## src/hdl/ex_params.svh

```systemverilog
`ifndef EX_PARAMS_SVH
`define EX_PARAMS_SVH

// datapath widths
`define DATA_WIDTH      32
`define REG_ADDR_WIDTH  5
`define CSR_ADDR_WIDTH  14
`define EXC_CAUSE_WIDTH 7

// one strobe bit per byte of a data word
`define STRB_WIDTH      4

// link bit control register
`define CSR_LLBCTL      14'h0060

// address alignment fault
`define EXC_ALE         7'h09

`endif

```

## src/hdl/ex_pkg.sv

```systemverilog
`include "ex_params.svh"

package ex_pkg;

    typedef logic [`DATA_WIDTH-1:0]      word_t;
    typedef logic [2*`DATA_WIDTH-1:0]    dword_t;
    typedef logic [`REG_ADDR_WIDTH-1:0]  reg_addr_t;
    typedef logic [`CSR_ADDR_WIDTH-1:0]  csr_addr_t;
    typedef logic [`EXC_CAUSE_WIDTH-1:0] exc_cause_t;
    typedef logic [`STRB_WIDTH-1:0]      wstrb_t;

    // immediate forms are folded into these by the decoder
    typedef enum logic [4:0] {
        ALU_NOP   = 5'd0,
        // logic
        ALU_OR    = 5'd1,
        ALU_NOR   = 5'd2,
        ALU_AND   = 5'd3,
        ALU_XOR   = 5'd4,
        // shift
        ALU_SLL   = 5'd5,
        ALU_SRL   = 5'd6,
        ALU_SRA   = 5'd7,
        // arithmetic
        ALU_ADD   = 5'd8,
        ALU_SUB   = 5'd9,
        ALU_SLT   = 5'd10,
        ALU_SLTU  = 5'd11,
        // multiply
        ALU_MUL   = 5'd12,
        ALU_MULH  = 5'd13,
        ALU_MULHU = 5'd14,
        // loads
        ALU_LDB   = 5'd15,
        ALU_LDBU  = 5'd16,
        ALU_LDH   = 5'd17,
        ALU_LDHU  = 5'd18,
        ALU_LDW   = 5'd19,
        ALU_LLW   = 5'd20,
        // stores
        ALU_STB   = 5'd21,
        ALU_STH   = 5'd22,
        ALU_STW   = 5'd23,
        ALU_SCW   = 5'd24
    } alu_op_t;

endpackage

```

## src/hdl/alu.sv

```systemverilog
`timescale 1ns/10ps
`include "ex_params.svh"

module alu
    import ex_pkg::*;
(
    input  alu_op_t aluop,
    input  word_t   reg1,
    input  word_t   reg2,
    output word_t   alu_result
);

    logic [$clog2(`DATA_WIDTH)-1:0] shamt;

    word_t logic_res;
    word_t shift_res;
    word_t addend;
    word_t sum_res;
    logic  is_sub;
    logic  lt_signed;
    logic  lt_unsigned;

    logic   mul_signed;
    dword_t mul_a;
    dword_t mul_b;
    dword_t product;

    assign shamt = reg2[$clog2(`DATA_WIDTH)-1:0];

    always_comb begin
        case (aluop)
            ALU_OR:  logic_res = reg1 | reg2;
            ALU_NOR: logic_res = ~(reg1 | reg2);
            ALU_AND: logic_res = reg1 & reg2;
            ALU_XOR: logic_res = reg1 ^ reg2;
            default: logic_res = '0;
        endcase
    end

    always_comb begin
        case (aluop)
            ALU_SLL: shift_res = reg1 << shamt;
            ALU_SRL: shift_res = reg1 >> shamt;
            ALU_SRA: shift_res = word_t'($signed(reg1) >>> shamt);
            default: shift_res = '0;
        endcase
    end

    // subtract as add of the inverted operand plus one
    assign is_sub  = (aluop == ALU_SUB);
    assign addend  = is_sub ? ~reg2 : reg2;
    assign sum_res = reg1 + addend + word_t'(is_sub);

    assign lt_signed   = $signed(reg1) < $signed(reg2);
    assign lt_unsigned = reg1 < reg2;

    // sign or zero extend to full product width, low 64 bits are exact
    assign mul_signed = (aluop == ALU_MUL) || (aluop == ALU_MULH);
    assign mul_a = mul_signed ? {{`DATA_WIDTH{reg1[`DATA_WIDTH-1]}}, reg1}
                              : {{`DATA_WIDTH{1'b0}}, reg1};
    assign mul_b = mul_signed ? {{`DATA_WIDTH{reg2[`DATA_WIDTH-1]}}, reg2}
                              : {{`DATA_WIDTH{1'b0}}, reg2};
    assign product = mul_a * mul_b;

    always_comb begin
        case (aluop)
            ALU_OR, ALU_NOR, ALU_AND, ALU_XOR: begin
                alu_result = logic_res;
            end
            ALU_SLL, ALU_SRL, ALU_SRA: begin
                alu_result = shift_res;
            end
            ALU_ADD, ALU_SUB: begin
                alu_result = sum_res;
            end
            ALU_SLT:  alu_result = word_t'(lt_signed);
            ALU_SLTU: alu_result = word_t'(lt_unsigned);
            ALU_MUL:  alu_result = product[`DATA_WIDTH-1:0];
            ALU_MULH, ALU_MULHU: begin
                alu_result = product[2*`DATA_WIDTH-1:`DATA_WIDTH];
            end
            // memory ops and nop
            default:  alu_result = '0;
        endcase
    end

endmodule

```

## src/hdl/ex_stage.sv

```systemverilog
`timescale 1ns/10ps
`include "ex_params.svh"

module ex_stage
    import ex_pkg::*;
(
    input  logic       clk,
    input  logic       reset,

    input  logic       in_valid,
    input  alu_op_t    aluop,
    input  word_t      reg1,
    input  word_t      reg2,
    input  word_t      inst,
    input  logic       reg_write_en,
    input  reg_addr_t  reg_write_addr,

    input  logic       llbit,
    input  logic       mem_csr_write_en,
    input  csr_addr_t  mem_csr_write_addr,
    input  word_t      mem_csr_write_data,
    input  logic       wb_csr_write_en,
    input  csr_addr_t  wb_csr_write_addr,
    input  word_t      wb_csr_write_data,

    output logic       dc_valid,
    output logic       dc_op,
    output word_t      dc_addr,
    output wstrb_t     dc_wstrb,
    output word_t      dc_wdata,
    input  logic       dc_addr_ok,

    output logic       pause,

    output logic       out_valid,
    output logic       out_reg_write_en,
    output reg_addr_t  out_reg_write_addr,
    output word_t      out_reg_write_data,
    output word_t      out_mem_addr,
    output logic       out_exception,
    output exc_cause_t out_exc_cause,
    output logic       out_csr_write_en,
    output csr_addr_t  out_csr_addr,
    output word_t      out_csr_data,
    output logic       out_is_llw_scw
);

    word_t      alu_result;
    word_t      result;
    logic       llbit_now;
    logic       exception;
    exc_cause_t exc_cause;
    logic       csr_write_en;
    csr_addr_t  csr_addr;
    word_t      csr_data;
    logic       is_llw_scw;
    logic       load_en;

    alu i_alu (
        .aluop      (aluop),
        .reg1       (reg1),
        .reg2       (reg2),
        .alu_result (alu_result)
    );

    llbit_ctrl i_llbit_ctrl (
        .aluop              (aluop),
        .llbit              (llbit),
        .mem_csr_write_en   (mem_csr_write_en),
        .mem_csr_write_addr (mem_csr_write_addr),
        .mem_csr_write_data (mem_csr_write_data),
        .wb_csr_write_en    (wb_csr_write_en),
        .wb_csr_write_addr  (wb_csr_write_addr),
        .wb_csr_write_data  (wb_csr_write_data),
        .llbit_now          (llbit_now),
        .csr_write_en       (csr_write_en),
        .csr_addr           (csr_addr),
        .csr_data           (csr_data),
        .is_llw_scw         (is_llw_scw)
    );

    mem_access_unit i_mem_access_unit (
        .in_valid  (in_valid),
        .aluop     (aluop),
        .reg1      (reg1),
        .reg2      (reg2),
        .inst      (inst),
        .llbit_now (llbit_now),
        .mem_addr  (dc_addr),
        .dc_valid  (dc_valid),
        .dc_op     (dc_op),
        .dc_wstrb  (dc_wstrb),
        .dc_wdata  (dc_wdata),
        .exception (exception),
        .exc_cause (exc_cause)
    );

    // sc reports whether the link held, other memory ops leave zero from the alu
    always_comb begin
        if (aluop == ALU_SCW) begin
            result = {{(`DATA_WIDTH-1){1'b0}}, llbit_now};
        end else begin
            result = alu_result;
        end
    end

    assign pause   = dc_valid && !dc_addr_ok;
    assign load_en = in_valid && !pause;

    // control bits drop to a bubble whenever nothing is loaded
    always_ff @(posedge clk) begin
        if (reset || !load_en) begin
            out_valid        <= 1'b0;
            out_reg_write_en <= 1'b0;
            out_csr_write_en <= 1'b0;
            out_exception    <= 1'b0;
            out_is_llw_scw   <= 1'b0;
        end else begin
            out_valid        <= 1'b1;
            out_reg_write_en <= reg_write_en;
            out_csr_write_en <= csr_write_en;
            out_exception    <= exception;
            out_is_llw_scw   <= is_llw_scw;
        end
    end

    always_ff @(posedge clk) begin
        if (load_en) begin
            out_reg_write_addr <= reg_write_addr;
            out_reg_write_data <= result;
            out_mem_addr       <= dc_addr;
            out_exc_cause      <= exc_cause;
            out_csr_addr       <= csr_addr;
            out_csr_data       <= csr_data;
        end
    end

endmodule

```

## src/hdl/llbit_ctrl.sv

```systemverilog
`timescale 1ns/10ps
`include "ex_params.svh"

module llbit_ctrl
    import ex_pkg::*;
(
    input  alu_op_t   aluop,
    input  logic      llbit,
    input  logic      mem_csr_write_en,
    input  csr_addr_t mem_csr_write_addr,
    input  word_t     mem_csr_write_data,
    input  logic      wb_csr_write_en,
    input  csr_addr_t wb_csr_write_addr,
    input  word_t     wb_csr_write_data,
    output logic      llbit_now,
    output logic      csr_write_en,
    output csr_addr_t csr_addr,
    output word_t     csr_data,
    output logic      is_llw_scw
);

    // younger stage wins, the status register copy is stale while a write is in flight
    always_comb begin
        if (mem_csr_write_en && (mem_csr_write_addr == `CSR_LLBCTL)) begin
            llbit_now = mem_csr_write_data[0];
        end else if (wb_csr_write_en && (wb_csr_write_addr == `CSR_LLBCTL)) begin
            llbit_now = wb_csr_write_data[0];
        end else begin
            llbit_now = llbit;
        end
    end

    always_comb begin
        csr_write_en = 1'b0;
        csr_addr     = '0;
        csr_data     = '0;
        is_llw_scw   = 1'b0;
        if (aluop == ALU_LLW) begin
            csr_write_en = 1'b1;
            csr_addr     = `CSR_LLBCTL;
            csr_data     = word_t'(1);
            is_llw_scw   = 1'b1;
        end else if ((aluop == ALU_SCW) && llbit_now) begin
            // successful sc consumes the link
            csr_write_en = 1'b1;
            csr_addr     = `CSR_LLBCTL;
            is_llw_scw   = 1'b1;
        end
    end

endmodule

```

## src/hdl/mem_access_unit.sv

```systemverilog
`timescale 1ns/10ps
`include "ex_params.svh"

module mem_access_unit
    import ex_pkg::*;
(
    input  logic       in_valid,
    input  alu_op_t    aluop,
    input  word_t      reg1,
    input  word_t      reg2,
    input  word_t      inst,
    input  logic       llbit_now,
    output word_t      mem_addr,
    output logic       dc_valid,
    output logic       dc_op,
    output wstrb_t     dc_wstrb,
    output word_t      dc_wdata,
    output logic       exception,
    output exc_cause_t exc_cause
);

    word_t si12_ext;
    word_t si14_ext;
    logic  mem_req;

    assign si12_ext = {{(`DATA_WIDTH-12){inst[21]}}, inst[21:10]};
    // sc offset is in words
    assign si14_ext = {{(`DATA_WIDTH-16){inst[23]}}, inst[23:10], 2'b00};

    always_comb begin
        case (aluop)
            ALU_LDB, ALU_LDBU, ALU_LDH, ALU_LDHU, ALU_LDW, ALU_LLW: begin
                mem_addr = reg1 + reg2;
            end
            ALU_STB, ALU_STH, ALU_STW: begin
                mem_addr = reg1 + si12_ext;
            end
            ALU_SCW: mem_addr = reg1 + si14_ext;
            default: mem_addr = '0;
        endcase
    end

    always_comb begin
        mem_req  = 1'b0;
        dc_op    = 1'b0;
        dc_wstrb = '0;
        dc_wdata = '0;
        case (aluop)
            ALU_LDB, ALU_LDBU, ALU_LDH, ALU_LDHU, ALU_LDW, ALU_LLW: begin
                mem_req = 1'b1;
            end
            ALU_STB: begin
                mem_req  = 1'b1;
                dc_op    = 1'b1;
                dc_wdata = {`STRB_WIDTH{reg2[7:0]}};
                dc_wstrb = wstrb_t'(1) << mem_addr[1:0];
            end
            ALU_STH: begin
                mem_req  = 1'b1;
                dc_op    = 1'b1;
                dc_wdata = {(`STRB_WIDTH/2){reg2[15:0]}};
                // odd address leaves the strobe empty, the request is dropped anyway
                if (!mem_addr[0]) begin
                    dc_wstrb = mem_addr[1] ? 4'b1100 : 4'b0011;
                end
            end
            ALU_STW: begin
                mem_req  = 1'b1;
                dc_op    = 1'b1;
                dc_wdata = reg2;
                dc_wstrb = '1;
            end
            ALU_SCW: begin
                // sc without a valid link never reaches the cache
                if (llbit_now) begin
                    mem_req  = 1'b1;
                    dc_op    = 1'b1;
                    dc_wdata = reg2;
                    dc_wstrb = '1;
                end
            end
            default: ;
        endcase
    end

    always_comb begin
        case (aluop)
            ALU_LDH, ALU_LDHU, ALU_STH: begin
                exception = mem_addr[0];
            end
            ALU_LDW, ALU_LLW, ALU_STW, ALU_SCW: begin
                exception = |mem_addr[1:0];
            end
            default: exception = 1'b0;
        endcase
    end

    assign exc_cause = exception ? `EXC_ALE : '0;
    assign dc_valid  = in_valid && mem_req && !exception;

endmodule

```

## config.mk

```make
export PLATFORM = sky130hd
export DESIGN_NAME = ex_stage
export DESIGN_NICKNAME = d
export VERILOG_FILES = /design/src/hdl/ex_pkg.sv /design/src/hdl/alu.sv /design/src/hdl/ex_stage.sv /design/src/hdl/llbit_ctrl.sv /design/src/hdl/mem_access_unit.sv
export VERILOG_INCLUDE_DIRS = /design/src /design/src/hdl
export SDC_FILE = /design/constraint.sdc
export NUM_CORES = 2
export LEC_CHECK = 0
export BUFFER_PORTS_ARGS = -buffer_cell sky130_fd_sc_hd__buf_2
export CAP_MARGIN = 20
export CORE_MARGIN = 3
export CORE_UTILIZATION = 45
export DETAILED_ROUTE_END_ITERATION = 8
export PLACE_DENSITY = 0.62
export SLEW_MARGIN = 20
export SYNTH_ARGS = -nofsm -noshare
export SYNTH_HDL_FRONTEND = slang
export SYNTH_SLANG_ARGS = --single-unit
```

## constraint.sdc

```tcl
create_clock -name clk -period 32.7 [get_ports clk]
set_input_delay 6.54 -clock clk [delete_from_list [all_inputs] [get_ports clk]]
set_output_delay 6.54 -clock clk [all_outputs]
set_load 0.1 [all_outputs]
```

Word level (Yosys, flattened, before mapping) --
Index checks and enable logic that the tools add are counted.
Word-level totals: word-level logic and storage cells 103, output and inout bits 198, bits of input ports 206, register bits after elaboration 126
Cells by class: order comparisons 2, reductions and logical operators 23, shifts and indexed selects 4, multipliers 1, mux-type cells 26, add/subtract/negate cells 5, bitwise operators 5, equal/unequal tests 26
Operators with widths (count):
- one-hot mux 32 bit (4 select lines) | 2
- one-hot mux 32 bit (7 select lines) | 1
- one-hot mux 32 bit (3 select lines) | 2
- adder 32 bit | 4
- two-way mux 64 bit | 2
- less-than comparator 32 bit | 2
- multiplier 64 x 64 -> 64 bit | 1
- two-way mux 32 bit | 2
- NOT 32 bit | 2
- equality test 5 bit, second input constant | 9
- equality test 5 x 4 -> 1 bit, second input constant | 8
- adder 32 x 1 -> 32 bit | 1
- bitwise AND 32 bit | 1
- OR 32 bit | 1
- left shift 32 x 5 -> 32 bit | 1
- >> shifter 32 x 5 -> 32 bit | 1
- >>> shifter 32 x 5 -> 32 bit | 1
- XOR 32 bit | 1
- equality test 14 x 7 -> 1 bit, second input constant | 2
- equality test 5 x 3 -> 1 bit, second input constant | 4
- two-way mux 4 bit | 4
- one-hot mux 4 bit (4 select lines) | 1
- equality test 5 x 2 -> 1 bit, second input constant | 2
- OR reduction 3 bit | 3
- 12 further kinds | 34

Depth between registers and ports, before layout --
word-level depth 14, gate-level depth with buffers 38, depth with buffers taken out 35

By module --
Synthesis repeated with hierarchy kept, for this count alone.
Second synthesis, totals: cell total of the unflattened synthesis 7261, area total of the unflattened synthesis 63916.3 um^2
By module, submodules not included:
- alu | area each 55149.1 um^2, seq. area each 0.0 um^2, times used 1, cells each 6463
- mem_access_unit | area each 4186.5 um^2, seq. area each 0.0 um^2, times used 1, cells each 560
- ex_stage | area each 4066.4 um^2, seq. area each 3763.6 um^2, times used 1, cells each 171
- llbit_ctrl | area each 514.2 um^2, seq. area each 0.0 um^2, times used 1, cells each 67

Worst setup path before layout --
OpenSTA, ideal clock, no wires.
path type input port to output port, start input port reg2[1], end output port pause, cell stages on the path 14, data required time 26.160 ns, path slack 13.848 ns, data arrival time 12.312 ns, buffers on the path 6, cell sequence buf_2 -> buf_1 -> buf_2 -> buf_1 -> clkbuf_1 -> buf_1 -> nand2_1 -> o21ai_0 -> fa_1 -> a22oi_1 -> inv_1 -> o221ai_1 -> and3_1 -> nor2b_1
Between the ends: word-level cells in the longest chain between the ends 7
RTL lines:
- start, declared | RTL line ex_stage.sv:13 | input word_t reg2,
- adder 32 bit | RTL line mem_access_unit.sv:33 | mem_addr = reg1 + reg2;
- one-hot mux 32 bit (3 select lines) | RTL line mem_access_unit.sv:31 | case (aluop)
- named net dc_addr[1] | RTL line ex_stage.sv:28 | output word_t dc_addr,
- OR reduction 2 bit | RTL line mem_access_unit.sv:92 | exception = |mem_addr[1:0];
- one-hot mux 1 bit (2 select lines) | RTL line mem_access_unit.sv:87 | case (aluop)
- logical NOT 1 bit | RTL line mem_access_unit.sv:99 | assign dc_valid = in_valid && mem_req && !exception;
- logical AND 1 bit | RTL line mem_access_unit.sv:99
- named net dc_valid | RTL line ex_stage.sv:26 | output logic dc_valid,
- logical AND 1 bit | RTL line ex_stage.sv:107 | assign pause = dc_valid && !dc_addr_ok;
- end, declared | RTL line ex_stage.sv:33 | output logic pause,
The timed path passes the listed nets, and every way through them passes these cells.

Worst setup path after layout --
start input port aluop[1], end output port dc_addr[30]
Between the ends: word-level cells in the longest chain between the ends 3, elaborated cells between the ends (all ways) 13, classes of those cells eq/ne: 10; mux: 1; reduce/logical: 2
RTL lines:
- start, declared | RTL line ex_stage.sv:11 | input alu_op_t aluop,
- equality test 5 bit / equality test 5 x 4 -> 1 bit (equally long branches) | RTL line mem_access_unit.sv:31
- OR reduction 6 bit / OR reduction 3 bit (equally long branches)
- one-hot mux 32 bit (3 select lines) * | RTL line mem_access_unit.sv:31
- end, declared | RTL line ex_stage.sv:28
Mark *: on every way between the ends. The rest lies on a longest branch, timed or not.

==> results by group <==
Run status
  – Status: finished, final reports clean

Yosys
  – Most frequent cell after synthesis: inv_1
  – Post-Synthesis Mean Instance Area: a little under 9 µm²
  – Yosys top cell by area: fa_1
  – Ys async rst share: 0%
  – Post-synthesis register bit count: 76
  – Post-synth EDFFs: between 70 and 80
  – Mux contribution to synthesized area: between 2 and 3%
  – Post-synth cell types: 92
  – Synth Flop Type: edfxtp_1
  – Synthesized area: between 60000 and 70000 µm²
  – Top-area cell type share of the netlist area: 46.18%
  – Compound-gate portion of the synthesized area: a little under a tenth
  – Yosys warns: 0
  – Post-Syn Instances: 7038
  – Synth Area in XOR/XNOR: under 10%
  – Adder-Cell Fraction of Synth Area: 56.24%
  – Sequential share of the synthesized area: 3.637%
  – Combinational family with the most area after synthesis: adder cells
  – Simple-gate area share of the yosys netlist: a little under an eighth
  – Top cells by area, synth: fa_1, inv_1, ha_1, nand2_1, edfxtp_1
  – Commonest cells in the netlist: inv_1, fa_1, nand2_1

Hold path
  – Hold WC Path Type: input pin to flop

Run
  – MaxCap Viol Count: 0

Finish
  – Layout area overhead: 5.478%
  – Fraction of layout cells with a size suffix above 1: ~7.4%
  – Final Cell Area: roughly 65000 µm²
  – Non-filler cells, final: 8882
  – Post-layout nets: slightly above 9000

Critical path
  – Critical-path top delay cell: a2111oi_0
  – Crit Path Class: input pin to output port
  – Crit start category: input pin
  – Crit path launch: aluop[1]
  – CP arrival: roughly 12 ns
  – CP Capture Type: output port
  – CP Capture Point: dc_addr[30]
  – Max FO, Critical Path: 43
  – Most frequent cell on the critical path: buf_2
  – CP Cell Sequence: buf_2 -> or2_2 -> nand3_2 -> buf_4 -> mux2_2 -> ha_1 -> fa_1 -> a21oi_1 -> nor2_1 -> o311a_1 -> o41a_1 -> a2111oi_0 -> o31a_1 -> o21ai_0 -> o311ai_1 -> mux2i_1 -> o211ai_1 -> buf_2
  – Max incr delay on CP: 0.68 ns
  – Critical path required time: approximately 26 ns

STA
  – Slew headroom: between 20% and 30%
  – Worst slew pin tran: around 1.2 ns
  – Final setup viols: 0
  – Setup TNS: 0 ns
  – Post-layout min period: ~19 ns
  – Setup repair after global routing missed its margin: false
  – Hold Fails Final Rpt: 0
  – Fmax: 0.05318 GHz
  – Worst hold margin: about 6.3 ns
  – Max-slew violation count: 0
  – Final period util: 57.51%

Detailed routing
  – DR WL/cell: ~28 µm
  – Via count: around 50000
  – # DRC: 0
  – Final WL: 245200 µm
  – Vias/cell: between 5 and 6
  – First-pass detailed-route iteration total: 6
  – DR iter-0 viols: between 5000 and 6000
  – Antenna viol nets, final: 0

Floorplan
  – Die Span X: ~380 µm
  – Row count: approximately 140
  – DIE HEIGHT: around 380 µm
  – Ports: just over 400
  – Die ar.: between 100000 and 150000 µm²
  – Initial core utilization: between 40% and 50%
  – Core area: 135800 µm²

Clocking
  – Clock Sinks: between 70 and 80
  – CTS root buf: clkbuf_16
  – CTS tree: yes
  – CTS Buf Count: 9
  – CTS resizes: 0
  – Setup Buffers After CTS: 0
  – Hold_buf cts: 0
  – CTS clk-pin slew, worst paths: approximately 0.07 ns
  – H-tree levels: 3
  – CTS Buffer Depth: 2

Global routing
  – All-Layer GR Usage: between 30% and 40%
  – Total gr overflow: 0
  – Global-route wire length before repair: ~360000 µm
  – Number of global-route vias before repair: 53581
  – Initial antenna violation count: 16
  – Largest net degree at the start of global routing: 73

Placed design
  – DP Wirelength: between 150000 and 200000 µm
  – Number of I/O port buffers: approximately 280
  – Placed insts: approximately 8900
  – GP Congestion: slightly above 1
  – Post-place instance area: approximately 65000 µm²
-- worst max-delay path: cells and delay by family --
family                   cells  cell delay [ns]
adder cells (fa/ha/maj)      2             0.68
buffers and inverters        3             1.16
AND/OR/NAND/NOR              3             0.58
multiplexers                 2             0.52
AO/OA/AOI/OAI                8             2.71
-- worst min-delay path by stage --
stage / slack [ns] / depth (start not counted) / to / from
6_report: 6.34 / 1 / out_reg_write_addr[2]$_DFFE_PP_ / reg_write_addr[2]
5_1_grt: 6.33 / 1 / out_reg_write_addr[0]$_DFFE_PP_ / reg_write_addr[0]
4_1_cts: 6.32 / 1 / out_reg_write_addr[1]$_DFFE_PP_ / reg_write_addr[1]
3_5_place_dp: 6.72 / 1 / out_reg_write_addr[1]$_DFFE_PP_ / reg_write_addr[1]
2_1_floorplan: 6.64 / 0 / out_reg_write_addr[0]$_DFFE_PP_ / reg_write_addr[0]
3_3_place_gp: 6.72 / 1 / out_reg_write_addr[4]$_DFFE_PP_ / reg_write_addr[4]
-- cells in the final DEF, fill, tap and decap left out, types with 15 or more instances in the layout --
| cell | n |
|---|---|
| o211ai_1 | 34 |
| buf_4 | 135 |
| nor2b_1 | 24 |
| mux2i_1 | 67 |
| a31oi_1 | 22 |
| a21o_1 | 106 |
| inv_1 | 1688 |
| o221ai_1 | 16 |
| o22ai_1 | 26 |
| o21ai_0 | 180 |
| conb_1 | 48 |
| a211oi_1 | 30 |
| xnor2_1 | 137 |
| buf_2 | 272 |
| nand4_1 | 17 |
| o2111ai_1 | 16 |
| nand2_1 | 891 |
| nand2b_1 | 50 |
| mux2_2 | 15 |
| mux4_2 | 42 |
| a22o_1 | 23 |
| and3_1 | 25 |
| nor2_1 | 532 |
| o21a_1 | 27 |
| or3_1 | 19 |
| nor3_1 | 68 |
| a221oi_1 | 27 |
| nand3_1 | 35 |
| xor2_1 | 59 |
| o21bai_1 | 22 |
| a21oi_1 | 201 |
| edfxtp_1 | 72 |
| fa_1 | 1422 |
| ha_1 | 495 |
-- routing by layer --
metal  vias to the layer above  track usage (%)  share of wire (%)
li1                      21490                -                  -
met3                       565            8.447                 11
met1                     26143            45.43                 39
met2                      2703            54.63                 44
met5                         -                0             0.0090
met4                         4            18.20                6.4
-- layout make-up --
type / count / area (µm²)
antenna: 1 / 2.502
clock buffer: 9 / 225.2
clock inverter: 7 / 65.06
fill: 13123 / 70780
inverter: 1707 / 6407
multi-input combinational: 4894 / 51480
sequential: 76 / 2242
tap: 1781 / 2228
timing repair buffer: 407 / 2375
-- flip-flops by register name (all words and copies together) (netlist names) --
name and flops:
out_csr_addr 1, out_csr_data 1, out_exc_cause 1, out_reg_write_data 32, out_is_llw_scw 1, out_reg_write_en 1, out_mem_addr 32, out_valid 1
out_exception 1, out_reg_write_addr 5
-- cell families (layout without fill, tap and decap cells) --
kind of cell | count (synthesis) | in the layout
buf+inv | 2115 | 2130
fa+ha+maj | 1918 | 1918
simple gates | 1743 | 1743
compound gates | 865 | 865
xor+xnor | 196 | 196
mux | 124 | 124
flops | 76 | 76
other cells | 1 | 49
-- per-stage QoR --
stage	worst slack [ns]	utilization, %
3_3_place_gp	14.00	47.66
4_1_cts	13.97	47.88
2_1_floorplan	13.85	-
3_5_place_dp	13.97	47.66
5_1_grt	13.68	47.88
6_report	13.89	47.88
Power is not shown: default switching activity piles up to over one toggle a cycle in this logic, so the estimate is an artifact.
